[src/rv_pkg.sv]
package rv_pkg;

   localparam int XLEN   = 64;
   localparam int ILEN   = 32;
   localparam int NREGS  = 32;
   localparam int REG_AW = $clog2(NREGS);

   // major opcodes of the RV64I base and W-form groups
   localparam logic [6:0] OPC_LUI       = 7'b0110111;
   localparam logic [6:0] OPC_AUIPC     = 7'b0010111;
   localparam logic [6:0] OPC_JAL       = 7'b1101111;
   localparam logic [6:0] OPC_JALR      = 7'b1100111;
   localparam logic [6:0] OPC_BRANCH    = 7'b1100011;
   localparam logic [6:0] OPC_LOAD      = 7'b0000011;
   localparam logic [6:0] OPC_STORE     = 7'b0100011;
   localparam logic [6:0] OPC_OP_IMM    = 7'b0010011;
   localparam logic [6:0] OPC_OP        = 7'b0110011;
   localparam logic [6:0] OPC_OP_IMM_32 = 7'b0011011;
   localparam logic [6:0] OPC_OP_32     = 7'b0111011;

   // funct7 values that separate add/sub and logical/arithmetic shifts
   localparam logic [6:0] F7_BASE = 7'b0000000;
   localparam logic [6:0] F7_ALT  = 7'b0100000;

   // source of operand B and the immediate format behind it
   typedef enum logic [2:0] {
      OP_SEL_RF,
      OP_SEL_IMM12_SEXT,
      OP_SEL_SHAMT_ZEXT,
      OP_SEL_IMM13_SEXT,
      OP_SEL_IMM20_SL12,
      OP_SEL_IMM21_SEXT,
      OP_SEL_NONE
   } op_sel_e;

   typedef enum logic [4:0] {
      FU_LUI,
      FU_AUIPC,
      FU_JAL,
      FU_JALR,
      FU_BEQ,
      FU_BNE,
      FU_BLT,
      FU_BGE,
      FU_BLTU,
      FU_BGEU,
      FU_ADD,
      FU_SUB,
      FU_AND,
      FU_OR,
      FU_XOR,
      FU_SLL,
      FU_SRL,
      FU_SRA,
      FU_SLT,
      FU_SLTU,
      FU_ADDW,
      FU_SUBW,
      FU_SLLW,
      FU_SRLW,
      FU_SRAW,
      FU_NONE
   } fu_sel_e;

   // log2 of the access size in bytes, same as funct3[1:0] of loads and stores
   typedef enum logic [1:0] {
      LSU_SIZE_1 = 2'd0,
      LSU_SIZE_2 = 2'd1,
      LSU_SIZE_4 = 2'd2,
      LSU_SIZE_8 = 2'd3
   } lsu_size_e;

   typedef struct packed {
      logic              valid;
      logic              illegal;
      logic              rf_we;
      logic [REG_AW-1:0] rd;
      logic              rs1_re;
      logic              rs2_re;
      op_sel_e           op_sel;
      fu_sel_e           fu_sel;
      logic              mem_load;
      logic              mem_store;
      logic              mem_sigext;
      lsu_size_e         mem_size;
      logic [XLEN-1:0]   imm;
   } dec_ctrl_t;

   // br_taken is set for every redirect, jumps included
   typedef struct packed {
      logic              valid;
      logic              illegal;
      logic [REG_AW-1:0] rd;
      logic              rf_we;
      logic [XLEN-1:0]   result;
      logic [XLEN-1:0]   next_pc;
      logic              br_taken;
      logic              mem_load;
      logic              mem_store;
      lsu_size_e         mem_size;
   } exe_result_t;

endpackage

[src/rv_regfile.sv]
module rv_regfile (
   input  logic                      i_clk,
   input  logic                      i_rst_n,
   input  logic [rv_pkg::REG_AW-1:0] i_rs1_addr,
   input  logic [rv_pkg::REG_AW-1:0] i_rs2_addr,
   output logic [rv_pkg::XLEN-1:0]   o_rs1_data,
   output logic [rv_pkg::XLEN-1:0]   o_rs2_data,
   input  logic                      i_we,
   input  logic [rv_pkg::REG_AW-1:0] i_wr_addr,
   input  logic [rv_pkg::XLEN-1:0]   i_wr_data
);
   import rv_pkg::*;

   // x0 has no storage
   logic [XLEN-1:0] regs [1:NREGS-1];

   // the pending write is visible to a read in the same cycle
   function automatic logic [XLEN-1:0] read_port(input logic [REG_AW-1:0] addr);
      logic [XLEN-1:0] data;
      if (addr == '0) begin
         data = '0;
      end else if (i_we && (i_wr_addr == addr)) begin
         data = i_wr_data;
      end else begin
         data = regs[addr];
      end
      return data;
   endfunction

   always_comb begin
      o_rs1_data = read_port(i_rs1_addr);
      o_rs2_data = read_port(i_rs2_addr);
   end

   always_ff @(posedge i_clk or negedge i_rst_n) begin
      if (!i_rst_n) begin
         for (int i = 1; i < NREGS; i++) begin
            regs[i] <= '0;
         end
      end else if (i_we && (i_wr_addr != '0)) begin
         regs[i_wr_addr] <= i_wr_data;
      end
   end

endmodule

[config.mk]
export PLATFORM = sky130hd
export DESIGN_NAME = rv_regfile
export DESIGN_NICKNAME = d
export VERILOG_FILES = /design/src/rv_pkg.sv /design/src/rv_regfile.sv
export SDC_FILE = /design/constraint.sdc
export NUM_CORES = 2
export LEC_CHECK = 0
export BUFFER_PORTS_ARGS = -buffer_cell sky130_fd_sc_hd__buf_2
export CAP_MARGIN = 15
export CORE_ASPECT_RATIO = 0.8
export CORE_UTILIZATION = 34
export CTS_BUF_LIST = sky130_fd_sc_hd__clkbuf_16
export DETAILED_ROUTE_END_ITERATION = 8
export PLACE_DENSITY = 0.51
export SYNTH_ARGS = -nofsm -noshare
export SYNTH_HDL_FRONTEND = slang
export SYNTH_SLANG_ARGS = --single-unit
[constraint.sdc]
create_clock -name i_clk -period 3.94 [get_ports i_clk]
set_input_delay 1.182 -clock i_clk [delete_from_list [all_inputs] [get_ports i_clk]]
set_output_delay 1.182 -clock i_clk [all_outputs]
set_load 0.01 [all_outputs]
==> results.sh <==
export IMPL_setup_worst_path_end_class="primary output"
export IMPL_powerDensity_nw_per_um2=460
export IMPL_p_sw_share_pct=29.2
export IMPL_crit_family="buffers and inverters"
export IMPL_die_h_um=503
export IMPL_dp_hpwl_um=271000
export IMPL_drtIter0Drc=7906
export IMPL_hold_buffers=0
export IMPL_dr_pass1_iters=6
export IMPL_critPathRequiredTime_ns=2.76
export IMPL_gp_congestion=0.844
export IMPL_setup_viol=128
export IMPL_timing_final_crit_share_pct=115
export IMPL_final_cell_mix="mux2_2, dfrtp_1, mux4_2"
export IMPL_num_io_pins=210
export IMPL_final_cell_count_no_fill=12500
export IMPL_synthFlopType="dfrtp_1"
export IMPL_crit_path_top_delay_cell="nor4_4"
export IMPL_p_clk_share_pct=31.8
export IMPL_use_met1_pct=37.8
export IMPL_core_sq_um=312000
export IMPL_rrSetupSlack_ns=3.10
export IMPL_fmax_ghz=0.220
export IMPL_detail_route_vias_per_cell=6.07
export IMPL_reg2reg_to="regs[1900]"
export IMPL_cap_violations=0
export IMPL_synth_distinct_cells=52
export IMPL_path_class="in -> out"
export IMPL_clock_latency_ns=0.90
export IMPL_yosysWarnings=0
export IMPL_initial_utilization_pct=34.3
export IMPL_multi_input_area_sq_um=57000
export IMPL_clock_sinks=1984
export IMPL_vdd_drop_max_mv=0.382
export IMPL_maxSlewViolCount=0
export IMPL_grt_pass1_wl_um=606000
export IMPL_cts_buffers=218
export IMPL_fp_dieW_um=628
export IMPL_final_common_cell="mux2_2"
export IMPL_hold_viol_final=0
export IMPL_largest_register="regs"
export IMPL_dp_slack_ns=-0.911
export IMPL_setup_tns_ns=-57.35
export IMPL_nNetsFinal=8270
export IMPL_rows=183
export IMPL_grt_setup_unrepaired="yes"
export IMPL_syn_inst=7282
export IMPL_grt_pass1_vias=77400
export IMPL_grt_max_degree=134
export IMPL_worst_ep_arrival_time_ns=3.36
export IMPL_cts_tree="yes"
export IMPL_synth_area_per_cell_sq_um=14.7
export IMPL_startpoint_type="input pin"
export IMPL_overflow=0
export IMPL_h_tree_depth=4
export IMPL_largest_reg_flops=1984
export IMPL_finClkSkew_ns=0
export IMPL_ys_ff_latch=1984
export IMPL_setup_slack_ns=-0.603
export IMPL_top_usage_layer="met2"
export IMPL_vias=76000
export IMPL_period_needed_ns=4.54
export IMPL_grt_use_total_pct=26.7
export IMPL_cts_clk_slew_worst_paths_ns=0.06
export IMPL_ys_seq_area_share_pct=46.5
export IMPL_die_area_sq_um=316000
export IMPL_worstPathMaxFanout=6
export IMPL_failed_checks="negative setup slack"
export IMPL_status="finished, violations left"
export IMPL_reg_largest_list="regs: 1984 flops"
export IMPL_slew_headroom_pct=36.7
export IMPL_p_int_mw=44.8
export IMPL_synth_edff_count=0
export IMPL_antenna_found_initial=18
export IMPL_wirelength_um=437000
export IMPL_seqPwrFrac_pct=43.3
export IMPL_p_leak_nw=59.4
export IMPL_grtUsageMet2_pct=40.7
export IMPL_rr_worst_depth=1
export IMPL_path_cells="buf_2 > buf_4 > nor4_4 > buf_4 > buf_12 > nor4_4 > buf_12 > buf_16 > o32a_1 > buf_6"
export IMPL_place_inst=11800
export IMPL_clock_path_buffers=4
export IMPL_synthesis_nets=7364
export IMPL_tightest_slew_ns=0.942
export IMPL_use_met3_pct=4.77
export IMPL_routedWlPerCell_um=34.9
export IMPL_final_antenna_net_count=0
export IMPL_crit_buf_inv=7
export IMPL_combPwrFrac_pct=24.9
export IMPL_fill_cells=27600
export IMPL_rr_startpoint="regs[1900]"
export IMPL_portBuffers=209
export IMPL_layout_drive_gt1_share_pct=62.9
export IMPL_syn_area_sq_um=107000
export IMPL_drcViolationCount=0
export IMPL_cts_root_buffer="clkbuf_16"
export IMPL_area_growth_pct=28.9
export IMPL_p_switching_mw=18.5
export IMPL_cpPeakStageDelay_ns=0.36
export IMPL_min_path_type="in -> async"
export IMPL_ff_latch_area_sq_um=49600
export IMPL_async_flop_share_pct=100
==> cells in the mapped netlist (7+ instances only) <==
cell / instances / area (sq um)
buf_4: 69 / 518
a221oi_1: 126 / 1100
dfrtp_1: 1984 / 49600
nand2_1: 110 / 413
o221ai_1: 32 / 280
xnor2_1: 10 / 87.6
buf_1: 24 / 90.1
mux2i_1: 244 / 2440
o21ai_0: 34 / 170
a22oi_1: 106 / 796
nor4_1: 32 / 200
mux2_2: 2064 / 23200
o22ai_1: 202 / 1260
mux4_2: 829 / 18700
nand2b_1: 7 / 43.8
clkbuf_1: 430 / 1610
a211oi_1: 84 / 631
nor2_2: 10 / 62.6
nor2_1: 174 / 653
o41ai_1: 42 / 368
buf_6: 44 / 495
mux2_1: 45 / 507
nor3_1: 107 / 536
buf_2: 256 / 1280
a21oi_1: 35 / 175
o22a_1: 44 / 385
nor2b_1: 61 / 382
o32a_1: 32 / 320
==> stage by stage <==
| step | hold WS (ns) | total power [mW] | cell area (sq um) | util (%) |
|---|---|---|---|---|
| floorplan | 0.470 | 36.1 | 107000 | - |
| global placement | 0.483 | 40.8 | 121000 | 38.7 |
| detailed placement | 0.497 | 41.4 | 121000 | 38.7 |
| CTS | 0.187 | 62.3 | 132000 | 42.3 |
| global route | 0.204 | 65.8 | 138000 | 44.1 |
| finish | 0.217 | 63.3 | 138000 | 44.1 |
==> cell families (layout without fill, tap and decap cells) <==
| group | Yosys count | after routing | share of synthesized area (%) |
|---|---|---|---|
| AND/OR/NAND/NOR | 536 | 536 | 2.42 |
| XOR/XNOR | 10 | 10 | 0.0820 |
| flip-flops | 1984 | 1984 | 46.5 |
| other | 0 | 5 | 0 |
| buffers and inverters | 825 | 1895 | 3.75 |
| AO/OA/AOI/OAI | 745 | 745 | 5.21 |
| multiplexers | 3182 | 3182 | 42.0 |
==> area by class of cell <==
type,count,area share [%]
multi-input cells,4473,41.5
flip-flops and latches,1984,36.1
clock inverters,163,0.846
repair buffers,1509,13.8
well taps,4162,3.79
diodes,5,0.00910
inverters,2,0.0127
clock buffers,221,4.02
==> how the worst max path moves through the flow <==
stage                           to  slack, ns          start  depth (start not counted)
floorplan           o_rs2_data[14]      0.003  i_rs2_addr[0]                          7
global placement    o_rs1_data[44]      -0.96  i_rs1_addr[3]                          9
detailed placement  o_rs1_data[44]      -0.91  i_rs1_addr[3]                          9
CTS                 o_rs2_data[40]      -0.56  i_rs2_addr[0]                         12
global route        o_rs2_data[21]      -0.61  i_rs2_addr[1]                         12
finish              o_rs2_data[34]      -0.60  i_rs2_addr[3]                         10
==> power groups by stage <==
stage | sequential [mW] | clock (mW) | combinational (mW)
after global placement | 27.2 | 0 | 13.6
after floorplan | 26.5 | 0 | 9.57
after CTS | 27.2 | 20.4 | 14.7
after global routing | 27.9 | 21.3 | 16.6
after detailed placement | 27.5 | 0 | 13.9
final | 27.4 | 20.1 | 15.8
==> what timing repair did <==
item                                   4_1_cts  5_1_grt
gates resized for setup                    504      623
setup buffers                              145      239
pin swaps                                  143      248
endpoints found under the hold margin        0        0
setup endpoints to repair                  128      128
cloned                                      28       33
==> metal layers <==
layer	up-vias	wire, um	share of wire, %
li1	30300	-	-
met5	-	49	0.011
met4	8	17700	4.1
met3	767	33200	7.6
met1	41600	189000	43
met2	3350	196000	45
(Power assumes the default switching activity.)
