## src/rv_pkg.sv

```systemverilog
package rv_pkg;

   localparam int XLEN   = 64;
   localparam int ILEN   = 32;
   localparam int NREGS  = 32;
   localparam int REG_AW = $clog2(NREGS);

   // major opcodes of the RV64I base and W-form groups
   localparam logic [6:0] OPC_LUI       = 7'b0110111;
   localparam logic [6:0] OPC_AUIPC     = 7'b0010111;
   localparam logic [6:0] OPC_JAL       = 7'b1101111;
   localparam logic [6:0] OPC_JALR      = 7'b1100111;
   localparam logic [6:0] OPC_BRANCH    = 7'b1100011;
   localparam logic [6:0] OPC_LOAD      = 7'b0000011;
   localparam logic [6:0] OPC_STORE     = 7'b0100011;
   localparam logic [6:0] OPC_OP_IMM    = 7'b0010011;
   localparam logic [6:0] OPC_OP        = 7'b0110011;
   localparam logic [6:0] OPC_OP_IMM_32 = 7'b0011011;
   localparam logic [6:0] OPC_OP_32     = 7'b0111011;

   // funct7 values that separate add/sub and logical/arithmetic shifts
   localparam logic [6:0] F7_BASE = 7'b0000000;
   localparam logic [6:0] F7_ALT  = 7'b0100000;

   // source of operand B and the immediate format behind it
   typedef enum logic [2:0] {
      OP_SEL_RF,
      OP_SEL_IMM12_SEXT,
      OP_SEL_SHAMT_ZEXT,
      OP_SEL_IMM13_SEXT,
      OP_SEL_IMM20_SL12,
      OP_SEL_IMM21_SEXT,
      OP_SEL_NONE
   } op_sel_e;

   typedef enum logic [4:0] {
      FU_LUI,
      FU_AUIPC,
      FU_JAL,
      FU_JALR,
      FU_BEQ,
      FU_BNE,
      FU_BLT,
      FU_BGE,
      FU_BLTU,
      FU_BGEU,
      FU_ADD,
      FU_SUB,
      FU_AND,
      FU_OR,
      FU_XOR,
      FU_SLL,
      FU_SRL,
      FU_SRA,
      FU_SLT,
      FU_SLTU,
      FU_ADDW,
      FU_SUBW,
      FU_SLLW,
      FU_SRLW,
      FU_SRAW,
      FU_NONE
   } fu_sel_e;

   // log2 of the access size in bytes, same as funct3[1:0] of loads and stores
   typedef enum logic [1:0] {
      LSU_SIZE_1 = 2'd0,
      LSU_SIZE_2 = 2'd1,
      LSU_SIZE_4 = 2'd2,
      LSU_SIZE_8 = 2'd3
   } lsu_size_e;

   typedef struct packed {
      logic              valid;
      logic              illegal;
      logic              rf_we;
      logic [REG_AW-1:0] rd;
      logic              rs1_re;
      logic              rs2_re;
      op_sel_e           op_sel;
      fu_sel_e           fu_sel;
      logic              mem_load;
      logic              mem_store;
      logic              mem_sigext;
      lsu_size_e         mem_size;
      logic [XLEN-1:0]   imm;
   } dec_ctrl_t;

   // br_taken is set for every redirect, jumps included
   typedef struct packed {
      logic              valid;
      logic              illegal;
      logic [REG_AW-1:0] rd;
      logic              rf_we;
      logic [XLEN-1:0]   result;
      logic [XLEN-1:0]   next_pc;
      logic              br_taken;
      logic              mem_load;
      logic              mem_store;
      lsu_size_e         mem_size;
   } exe_result_t;

endpackage

```

## src/rv_idu.sv

```systemverilog
module rv_idu (
   input  logic [rv_pkg::ILEN-1:0] i_insn,
   input  logic                    i_valid,
   output rv_pkg::dec_ctrl_t       o_ctrl
);
   import rv_pkg::*;

   logic [6:0]        opcode;
   logic [REG_AW-1:0] rd;
   logic [2:0]        funct3;
   logic [6:0]        funct7;
   logic              legal;
   logic [XLEN-1:0]   imm_i;
   logic [XLEN-1:0]   imm_s;
   logic [XLEN-1:0]   imm_b;
   logic [XLEN-1:0]   imm_u;
   logic [XLEN-1:0]   imm_j;
   logic [XLEN-1:0]   imm_sh;

   assign opcode = i_insn[6:0];
   assign rd     = i_insn[11:7];
   assign funct3 = i_insn[14:12];
   assign funct7 = i_insn[31:25];

   // every immediate format, already extended to XLEN
   assign imm_i  = {{(XLEN-12){i_insn[31]}}, i_insn[31:20]};
   assign imm_s  = {{(XLEN-12){i_insn[31]}}, i_insn[31:25], i_insn[11:7]};
   assign imm_b  = {{(XLEN-13){i_insn[31]}}, i_insn[31], i_insn[7], i_insn[30:25],
                    i_insn[11:8], 1'b0};
   assign imm_u  = {{(XLEN-32){i_insn[31]}}, i_insn[31:12], 12'b0};
   assign imm_j  = {{(XLEN-21){i_insn[31]}}, i_insn[31], i_insn[19:12], i_insn[20],
                    i_insn[30:21], 1'b0};
   assign imm_sh = {{(XLEN-6){1'b0}}, i_insn[25:20]};

   always_comb begin
      legal           = 1'b0;
      o_ctrl          = '0;
      o_ctrl.op_sel   = OP_SEL_NONE;
      o_ctrl.fu_sel   = FU_NONE;
      o_ctrl.mem_size = LSU_SIZE_8;
      case (opcode)
         OPC_LUI, OPC_AUIPC: begin
            legal         = 1'b1;
            o_ctrl.rf_we  = 1'b1;
            o_ctrl.op_sel = OP_SEL_IMM20_SL12;
            o_ctrl.fu_sel = (opcode == OPC_LUI) ? FU_LUI : FU_AUIPC;
            o_ctrl.imm    = imm_u;
         end
         OPC_JAL: begin
            legal         = 1'b1;
            o_ctrl.rf_we  = 1'b1;
            o_ctrl.op_sel = OP_SEL_IMM21_SEXT;
            o_ctrl.fu_sel = FU_JAL;
            o_ctrl.imm    = imm_j;
         end
         OPC_JALR: begin
            legal         = (funct3 == 3'b000);
            o_ctrl.rf_we  = 1'b1;
            o_ctrl.rs1_re = 1'b1;
            o_ctrl.op_sel = OP_SEL_IMM12_SEXT;
            o_ctrl.fu_sel = FU_JALR;
            o_ctrl.imm    = imm_i;
         end
         OPC_BRANCH: begin
            legal         = 1'b1;
            o_ctrl.rs1_re = 1'b1;
            o_ctrl.rs2_re = 1'b1;
            o_ctrl.op_sel = OP_SEL_IMM13_SEXT;
            o_ctrl.imm    = imm_b;
            case (funct3)
               3'b000:  o_ctrl.fu_sel = FU_BEQ;
               3'b001:  o_ctrl.fu_sel = FU_BNE;
               3'b100:  o_ctrl.fu_sel = FU_BLT;
               3'b101:  o_ctrl.fu_sel = FU_BGE;
               3'b110:  o_ctrl.fu_sel = FU_BLTU;
               3'b111:  o_ctrl.fu_sel = FU_BGEU;
               default: legal = 1'b0;
            endcase
         end
         OPC_LOAD: begin
            // funct3 111 has no load, 110 is lwu
            legal             = (funct3 != 3'b111);
            o_ctrl.rs1_re     = 1'b1;
            o_ctrl.op_sel     = OP_SEL_IMM12_SEXT;
            o_ctrl.fu_sel     = FU_ADD;
            o_ctrl.imm        = imm_i;
            o_ctrl.mem_load   = 1'b1;
            o_ctrl.mem_size   = lsu_size_e'(funct3[1:0]);
            o_ctrl.mem_sigext = ~funct3[2] & (funct3[1:0] != 2'b11);
         end
         OPC_STORE: begin
            legal            = ~funct3[2];
            o_ctrl.rs1_re    = 1'b1;
            o_ctrl.rs2_re    = 1'b1;
            o_ctrl.op_sel    = OP_SEL_IMM12_SEXT;
            o_ctrl.fu_sel    = FU_ADD;
            o_ctrl.imm       = imm_s;
            o_ctrl.mem_store = 1'b1;
            o_ctrl.mem_size  = lsu_size_e'(funct3[1:0]);
         end
         OPC_OP_IMM: begin
            legal         = 1'b1;
            o_ctrl.rf_we  = 1'b1;
            o_ctrl.rs1_re = 1'b1;
            o_ctrl.op_sel = OP_SEL_IMM12_SEXT;
            o_ctrl.imm    = imm_i;
            case (funct3)
               3'b000: o_ctrl.fu_sel = FU_ADD;
               3'b010: o_ctrl.fu_sel = FU_SLT;
               3'b011: o_ctrl.fu_sel = FU_SLTU;
               3'b100: o_ctrl.fu_sel = FU_XOR;
               3'b110: o_ctrl.fu_sel = FU_OR;
               3'b111: o_ctrl.fu_sel = FU_AND;
               3'b001: begin
                  // 64-bit shifts take a 6-bit shamt, so only funct7[6:1] is checked
                  legal         = (funct7[6:1] == F7_BASE[6:1]);
                  o_ctrl.op_sel = OP_SEL_SHAMT_ZEXT;
                  o_ctrl.imm    = imm_sh;
                  o_ctrl.fu_sel = FU_SLL;
               end
               default: begin
                  legal         = (funct7[6:1] == F7_BASE[6:1]) |
                                  (funct7[6:1] == F7_ALT[6:1]);
                  o_ctrl.op_sel = OP_SEL_SHAMT_ZEXT;
                  o_ctrl.imm    = imm_sh;
                  o_ctrl.fu_sel = funct7[5] ? FU_SRA : FU_SRL;
               end
            endcase
         end
         OPC_OP: begin
            legal         = 1'b1;
            o_ctrl.rf_we  = 1'b1;
            o_ctrl.rs1_re = 1'b1;
            o_ctrl.rs2_re = 1'b1;
            o_ctrl.op_sel = OP_SEL_RF;
            case ({funct7, funct3})
               {F7_BASE, 3'b000}: o_ctrl.fu_sel = FU_ADD;
               {F7_ALT, 3'b000}:  o_ctrl.fu_sel = FU_SUB;
               {F7_BASE, 3'b001}: o_ctrl.fu_sel = FU_SLL;
               {F7_BASE, 3'b010}: o_ctrl.fu_sel = FU_SLT;
               {F7_BASE, 3'b011}: o_ctrl.fu_sel = FU_SLTU;
               {F7_BASE, 3'b100}: o_ctrl.fu_sel = FU_XOR;
               {F7_BASE, 3'b101}: o_ctrl.fu_sel = FU_SRL;
               {F7_ALT, 3'b101}:  o_ctrl.fu_sel = FU_SRA;
               {F7_BASE, 3'b110}: o_ctrl.fu_sel = FU_OR;
               {F7_BASE, 3'b111}: o_ctrl.fu_sel = FU_AND;
               default:           legal = 1'b0;
            endcase
         end
         OPC_OP_IMM_32: begin
            o_ctrl.rf_we  = 1'b1;
            o_ctrl.rs1_re = 1'b1;
            o_ctrl.op_sel = OP_SEL_SHAMT_ZEXT;
            o_ctrl.imm    = imm_sh;
            case (funct3)
               3'b000: begin
                  legal         = 1'b1;
                  o_ctrl.op_sel = OP_SEL_IMM12_SEXT;
                  o_ctrl.imm    = imm_i;
                  o_ctrl.fu_sel = FU_ADDW;
               end
               3'b001: begin
                  legal         = (funct7 == F7_BASE);
                  o_ctrl.fu_sel = FU_SLLW;
               end
               3'b101: begin
                  legal         = (funct7 == F7_BASE) | (funct7 == F7_ALT);
                  o_ctrl.fu_sel = funct7[5] ? FU_SRAW : FU_SRLW;
               end
               default: legal = 1'b0;
            endcase
         end
         OPC_OP_32: begin
            legal         = 1'b1;
            o_ctrl.rf_we  = 1'b1;
            o_ctrl.rs1_re = 1'b1;
            o_ctrl.rs2_re = 1'b1;
            o_ctrl.op_sel = OP_SEL_RF;
            case ({funct7, funct3})
               {F7_BASE, 3'b000}: o_ctrl.fu_sel = FU_ADDW;
               {F7_ALT, 3'b000}:  o_ctrl.fu_sel = FU_SUBW;
               {F7_BASE, 3'b001}: o_ctrl.fu_sel = FU_SLLW;
               {F7_BASE, 3'b101}: o_ctrl.fu_sel = FU_SRLW;
               {F7_ALT, 3'b101}:  o_ctrl.fu_sel = FU_SRAW;
               default:           legal = 1'b0;
            endcase
         end
         default: legal = 1'b0;
      endcase

      // an unmatched word must not touch any state downstream
      if (!legal) begin
         o_ctrl.rf_we      = 1'b0;
         o_ctrl.rs1_re     = 1'b0;
         o_ctrl.rs2_re     = 1'b0;
         o_ctrl.mem_load   = 1'b0;
         o_ctrl.mem_store  = 1'b0;
         o_ctrl.mem_sigext = 1'b0;
         o_ctrl.op_sel     = OP_SEL_NONE;
         o_ctrl.fu_sel     = FU_NONE;
         o_ctrl.imm        = '0;
      end
      o_ctrl.valid   = i_valid;
      o_ctrl.illegal = ~legal;
      o_ctrl.rd      = rd;
   end

endmodule

```

## config.mk

```make
export PLATFORM = sky130hd
export DESIGN_NAME = rv_idu
export DESIGN_NICKNAME = d
export VERILOG_FILES = /design/src/rv_pkg.sv /design/src/rv_idu.sv
export SDC_FILE = /design/constraint.sdc
export NUM_CORES = 1
export LEC_CHECK = 0
export ABC_AREA = 1
export BUFFER_PORTS_ARGS = -buffer_cell sky130_fd_sc_hd__buf_2
export CAP_MARGIN = 20
export CORE_MARGIN = 1
export CORE_UTILIZATION = 42
export DETAILED_ROUTE_END_ITERATION = 6
export GPL_ROUTABILITY_DRIVEN = 0
export PLACE_DENSITY = 0.93
export SLEW_MARGIN = 15
export SYNTH_ARGS = -nofsm -noshare
export SYNTH_HDL_FRONTEND = slang
export SYNTH_SLANG_ARGS = --single-unit
```

## constraint.sdc

```tcl
create_clock -name vclk -period 1.92
set_input_delay 0.192 -clock vclk [all_inputs]
set_output_delay 0.192 -clock vclk [all_outputs]
set_load 0.05 [all_outputs]
```

==> flow_summary.ini, run 1 <==
[outcome]
outcome = finished with violations
violations = design-rule violations, negative setup slack

[power_and_ir_drop]
vdd_ir_drop_max_mv = 0.121
p_leak_nw = 2.44
power.density_nw_per_um2 = 105

[routing]
vias = 3598
drt-wirelength-per-cell_um = 17.9
ant_nets = 0
drt_first_pass_iters = 7
drc = 17
finalWirelength_um = 11000
drt_iter0_markers = 514
viasPerCell = 5.88

[logic_synthesis]
synth.yosys.warnings = 0
synthCells = 416
yosysMostFrequentCell = nand2_1
yosysSeqAreaShare = 0
yosysTopAreaCellShare = 0.211
yosysTopAreaCell = nand2_1
syn-cell-area_um2 = 2010
synth_nets = 449
yosys-top-cells-area = nand2_1 21%, buf_4 15%, nand3_1 13%
yosysUniqueCellTypes = 29
syn_area_per_cell_um2 = 4.83
synth.top_cells.by_count = 113 x nand2_1, 55 x inv_1, 54 x nand3_1, 46 x nor2_1, 41 x buf_4

[place]
io_buffers = 118
dpl-instance-area_um2 = 2850
hpwl_um = 6010

[critical_path]
crit_path_end_kind = output pin
cp_max_fo = 8
crit_path_start_kind = input port
crit_required_ns = 1.73
path_class = input port to output pin
arrival_ns = 1.91

[job]
drv_cap = 0

[timing]
final_hold_viol_count = 0
tns_ns = -6.98
timing.final.crit_share = 1.09
slew_viol_final = 0
max_freq_mhz = 477
holdWs_ns = 0.384
relSlewSlack = 0.765
setup_slack_ns = -0.178
worstMarginPinSlew_ns = 0.350
rsz0062_at_grt = yes
setup_violations = 72
min_period_ns = 2.10

[clocking]
holdBufCountCts = 0

[global_route]
antenna_found_initial = 0
grt_pass1_vias = 2878
grt_usage = 0.294
grt_max_degree = 30
overflow = 0
grt_first_pass_wirelength_um = 12500

[final_layout]
drive_gt1_frac = 0.529
seq_area_um2 = 0
fin_area_um2 = 3860
finalNetCount = 595
final_util = 0.862
antennaDiodeCount = 0
seq_cells = 0
clock_buffers = 0
syn_to_final_growth_pct = 92.0

[die]
dieHeight_um = 71.1
die-area_um2 = 5060
initial_utilization = 0.449
pin_count = 120
die_w_um = 71.1
coreArea_um2 = 4470
std_cell_rows = 24

[min_path]
min-delay-start = i_valid
worstHoldPathType = input port to output pin
hold-path-endpoint = o_ctrl[86]
hold_path_depth = 0
-- worst max path at each step --
stage	start	end	slack, ns
floorplan	i_insn[31]	o_ctrl[32]	-0.31
global placement	i_insn[13]	o_ctrl[37]	-0.03
detailed placement	i_insn[13]	o_ctrl[58]	-0.15
CTS	i_insn[12]	o_ctrl[37]	-0.07
global route	i_insn[2]	o_ctrl[72]	-0.32
finish	i_insn[4]	o_ctrl[41]	-0.18
-- final cells by class --
type	count	area [um2]
Timing Repair Buffer	196	1870
Multi-Input combinational cell	283	1600
Fill cell	227	618
Inverter	81	325
Tap cell	52	65.1
-- worst max-delay path, stage by stage --
cell and delay [ns]:
buf_2 0.13, inv_2 0.07, nand3_4 0.09, inv_4 0.06, nand3_1 0.09, nand2_1 0.08, nor2_2 0.17, nand2_2 0.09
nor2_4 0.15, nand3_4 0.12, nand2_4 0.09, clkinvlp_4 0.17, clkbuf_16 0.24, buf_12 0.15
-- metal layers --
metal	GRT usage	wire, um	vias to the layer above
li1	-	-	1536
met3	0.0299	1470	120
met4	0.102	794	0
met1	0.340	3640	1568
met2	0.554	5050	374
met5	0	0	-
-- what timing repair did --
item / 4_1_cts / 5_1_grt
gates cloned: 1 / 3
pin swaps: 3 / 24
setup endpoints to repair: 73 / 76
buffers inserted: 2 / 8
gates resized for setup: 113 / 137
-- kinds of logic after synthesis --
| group | count (synthesis) | synth area share |
|---|---|---|
| AOI/OAI and AO/OA | 40 | 0.108 |
| buffers and inverters | 133 | 0.347 |
| and+or+nand+nor | 243 | 0.545 |
-- layout by cell type, fill, tap and decap left out, drive strengths merged --
master / n
o22ai: 4
nand4: 3
clkbuf: 4
nand3b: 1
nor3: 7
nor3b: 1
a31oi: 2
nor2: 52
nand3: 56
a21oi: 24
buf: 192
o211ai: 1
inv: 80
clkinvlp: 1
o21ai: 9
nand2: 122
and2: 1
-- power by group --
part | internal [W] | leakage [nW] | switching [W]
Combinational | 0.000158 | 2.44 | 0.000247
Sequential | 0 | 0 | 0
Clock | 0 | 0 | 0
Total | 0.000158 | 2.44 | 0.000247
-- stage by stage --
step	std cells	setup slack, ns	total power, W
3_3_place_gp	599	-0.0334	0.000294
6_report	612	-0.178	0.000405
3_5_place_dp	599	-0.150	0.000303
2_1_floorplan	416	-0.310	0.000187
4_1_cts	602	-0.0746	0.000310
5_1_grt	612	-0.319	0.000418
Note: power is estimated with default switching activity, not from simulation.
==> inputs of run 2 (changes only) <==
==> constraint.sdc (replaced) <==
create_clock -name vclk -period 1.92
set_input_delay 0.192 -clock vclk [all_inputs]
set_output_delay 0.192 -clock vclk [all_outputs]
set_load 0.005 [all_outputs]
==> flow_summary.ini, run 2 (same netlist as run 1, synthesis figures left out) <==
[outcome]
outcome = finished with violations
violations = design-rule violations, negative setup slack

[timing]
min_period_ns = 2.01
setup_slack_ns = -0.0917
slew_viol_final = 0
final_hold_viol_count = 0
max_freq_mhz = 497
rsz0062_at_grt = yes
worstMarginPinSlew_ns = 0.369
setup_violations = 67
holdWs_ns = 0.384
relSlewSlack = 0.751
timing.final.crit_share = 1.05

[critical_path]
critPathSlowestCell = nor2_1
slowest_delay_ns = 0.27
crit_required_ns = 1.73
cp_max_fo = 23
crit_path_start_kind = input port
path_class = input port to output pin
critical-path-top-delay-family = simple AND/OR/NAND/NOR gates
path_buf_inv = 5
startpoint = i_insn[4]
worstPathCellList = buf_2 > inv_1 > nand2_1 > nor2_1 > nand2_4 > o21ai_2 > nor2_1 > nand2_2 > nor2_4 > nand3_4 > buf_12 > nand2_1 > inv_2 > buf_2
arrival_ns = 1.82
crit_path_end_kind = output pin

[global_route]
grt_pass1_vias = 2648
grt_first_pass_wirelength_um = 11100
grt_max_degree = 24
grt_usage = 0.262
antenna_found_initial = 0
overflow = 0

[die]
initial_utilization = 0.449
std_cell_rows = 24
dieHeight_um = 71.1
pin_count = 120
die-area_um2 = 5060
coreArea_um2 = 4470
die_w_um = 71.1

[routing]
drt_first_pass_iters = 7
drt-wirelength-per-cell_um = 14.6
viasPerCell = 5.45
drc = 22
drt_iter0_markers = 325
finalWirelength_um = 8770
ant_nets = 0
vias = 3271

[power_and_ir_drop]
p_leak_nw = 2.23
power.density_nw_per_um2 = 106
intPower_w = 0.000141
power_w = 0.000333
swShare = 0.575
power_frac_seq = 0
clkPwrFrac = 0
vdd_ir_drop_max_mv = 0.109
p_comb_frac = 1.000
p_sw_w = 0.000191

[place]
dpl-instance-area_um2 = 2700
hpwl_um = 5760
io_buffers = 118

[final_layout]
final_util = 0.699
seq_area_um2 = 0
syn_to_final_growth_pct = 55.8
clock_buffers = 0
fin_area_um2 = 3130
antennaDiodeCount = 0
seq_cells = 0
mostFrequentLayoutCells = 108 x buf_2, 96 x nand2_1, 57 x buf_4
layout_commonest_cell = buf_2
drive_gt1_frac = 0.496
finalNetCount = 583

[clocking]
holdBufCountCts = 0

[job]
drv_cap = 0

[min_path]
min-delay-start = i_valid
worstHoldPathType = input port to output pin
==> run 2: what timing repair did <==
item,CTS,global route
gates resized for setup,5,84
setup endpoints to repair,74,74
pin swaps,0,10
setup buffers,0,9
cloned,1,4
==> run 2: final timing paths <==
kind    endpoint  slack (ns)  cells past startpoint
min   o_ctrl[86]        0.38                      0
max   o_ctrl[74]       -0.09                     14
==> run 2: cell type report <==
| class | count | area, um2 |
|---|---|---|
| Fill cell | 365 | 1350 |
| Inverter | 81 | 323 |
| Multi-Input combinational cell | 284 | 1550 |
| Tap cell | 52 | 65.1 |
| Timing Repair Buffer | 179 | 1160 |
| Timing Repair inverter | 4 | 30.0 |
==> run 2: per-layer routing <==
metal  global-route usage  up-vias  wire length, um
met4               0.0733        0              509
met1                0.308     1446             3120
met2                0.501      255             4350
met5                    0        -                0
met3               0.0242       57              781
li1                     -     1513                -
==> run 2: metrics by stage <==
stage | instances | setup WS [ns] | setup TNS (ns)
2_1_floorplan | 416 | -0.0114 | -0.342
3_3_place_gp | 586 | -0.0662 | -2.46
3_5_place_dp | 586 | -0.128 | -7.82
4_1_cts | 587 | -0.0161 | -0.277
5_1_grt | 600 | -0.275 | -15.59
6_report | 600 | -0.0917 | -2.22
==> run 2: power by group through the flow <==
| stage | Combinational (W) | Sequential, W | Clock, W |
|---|---|---|---|
| global route | 0.000352 | 0 | 0 |
| CTS | 0.000254 | 0 | 0 |
| floorplan | 0.000136 | 0 | 0 |
| global placement | 0.000242 | 0 | 0 |
| detailed placement | 0.000250 | 0 | 0 |
| finish | 0.000333 | 0 | 0 |
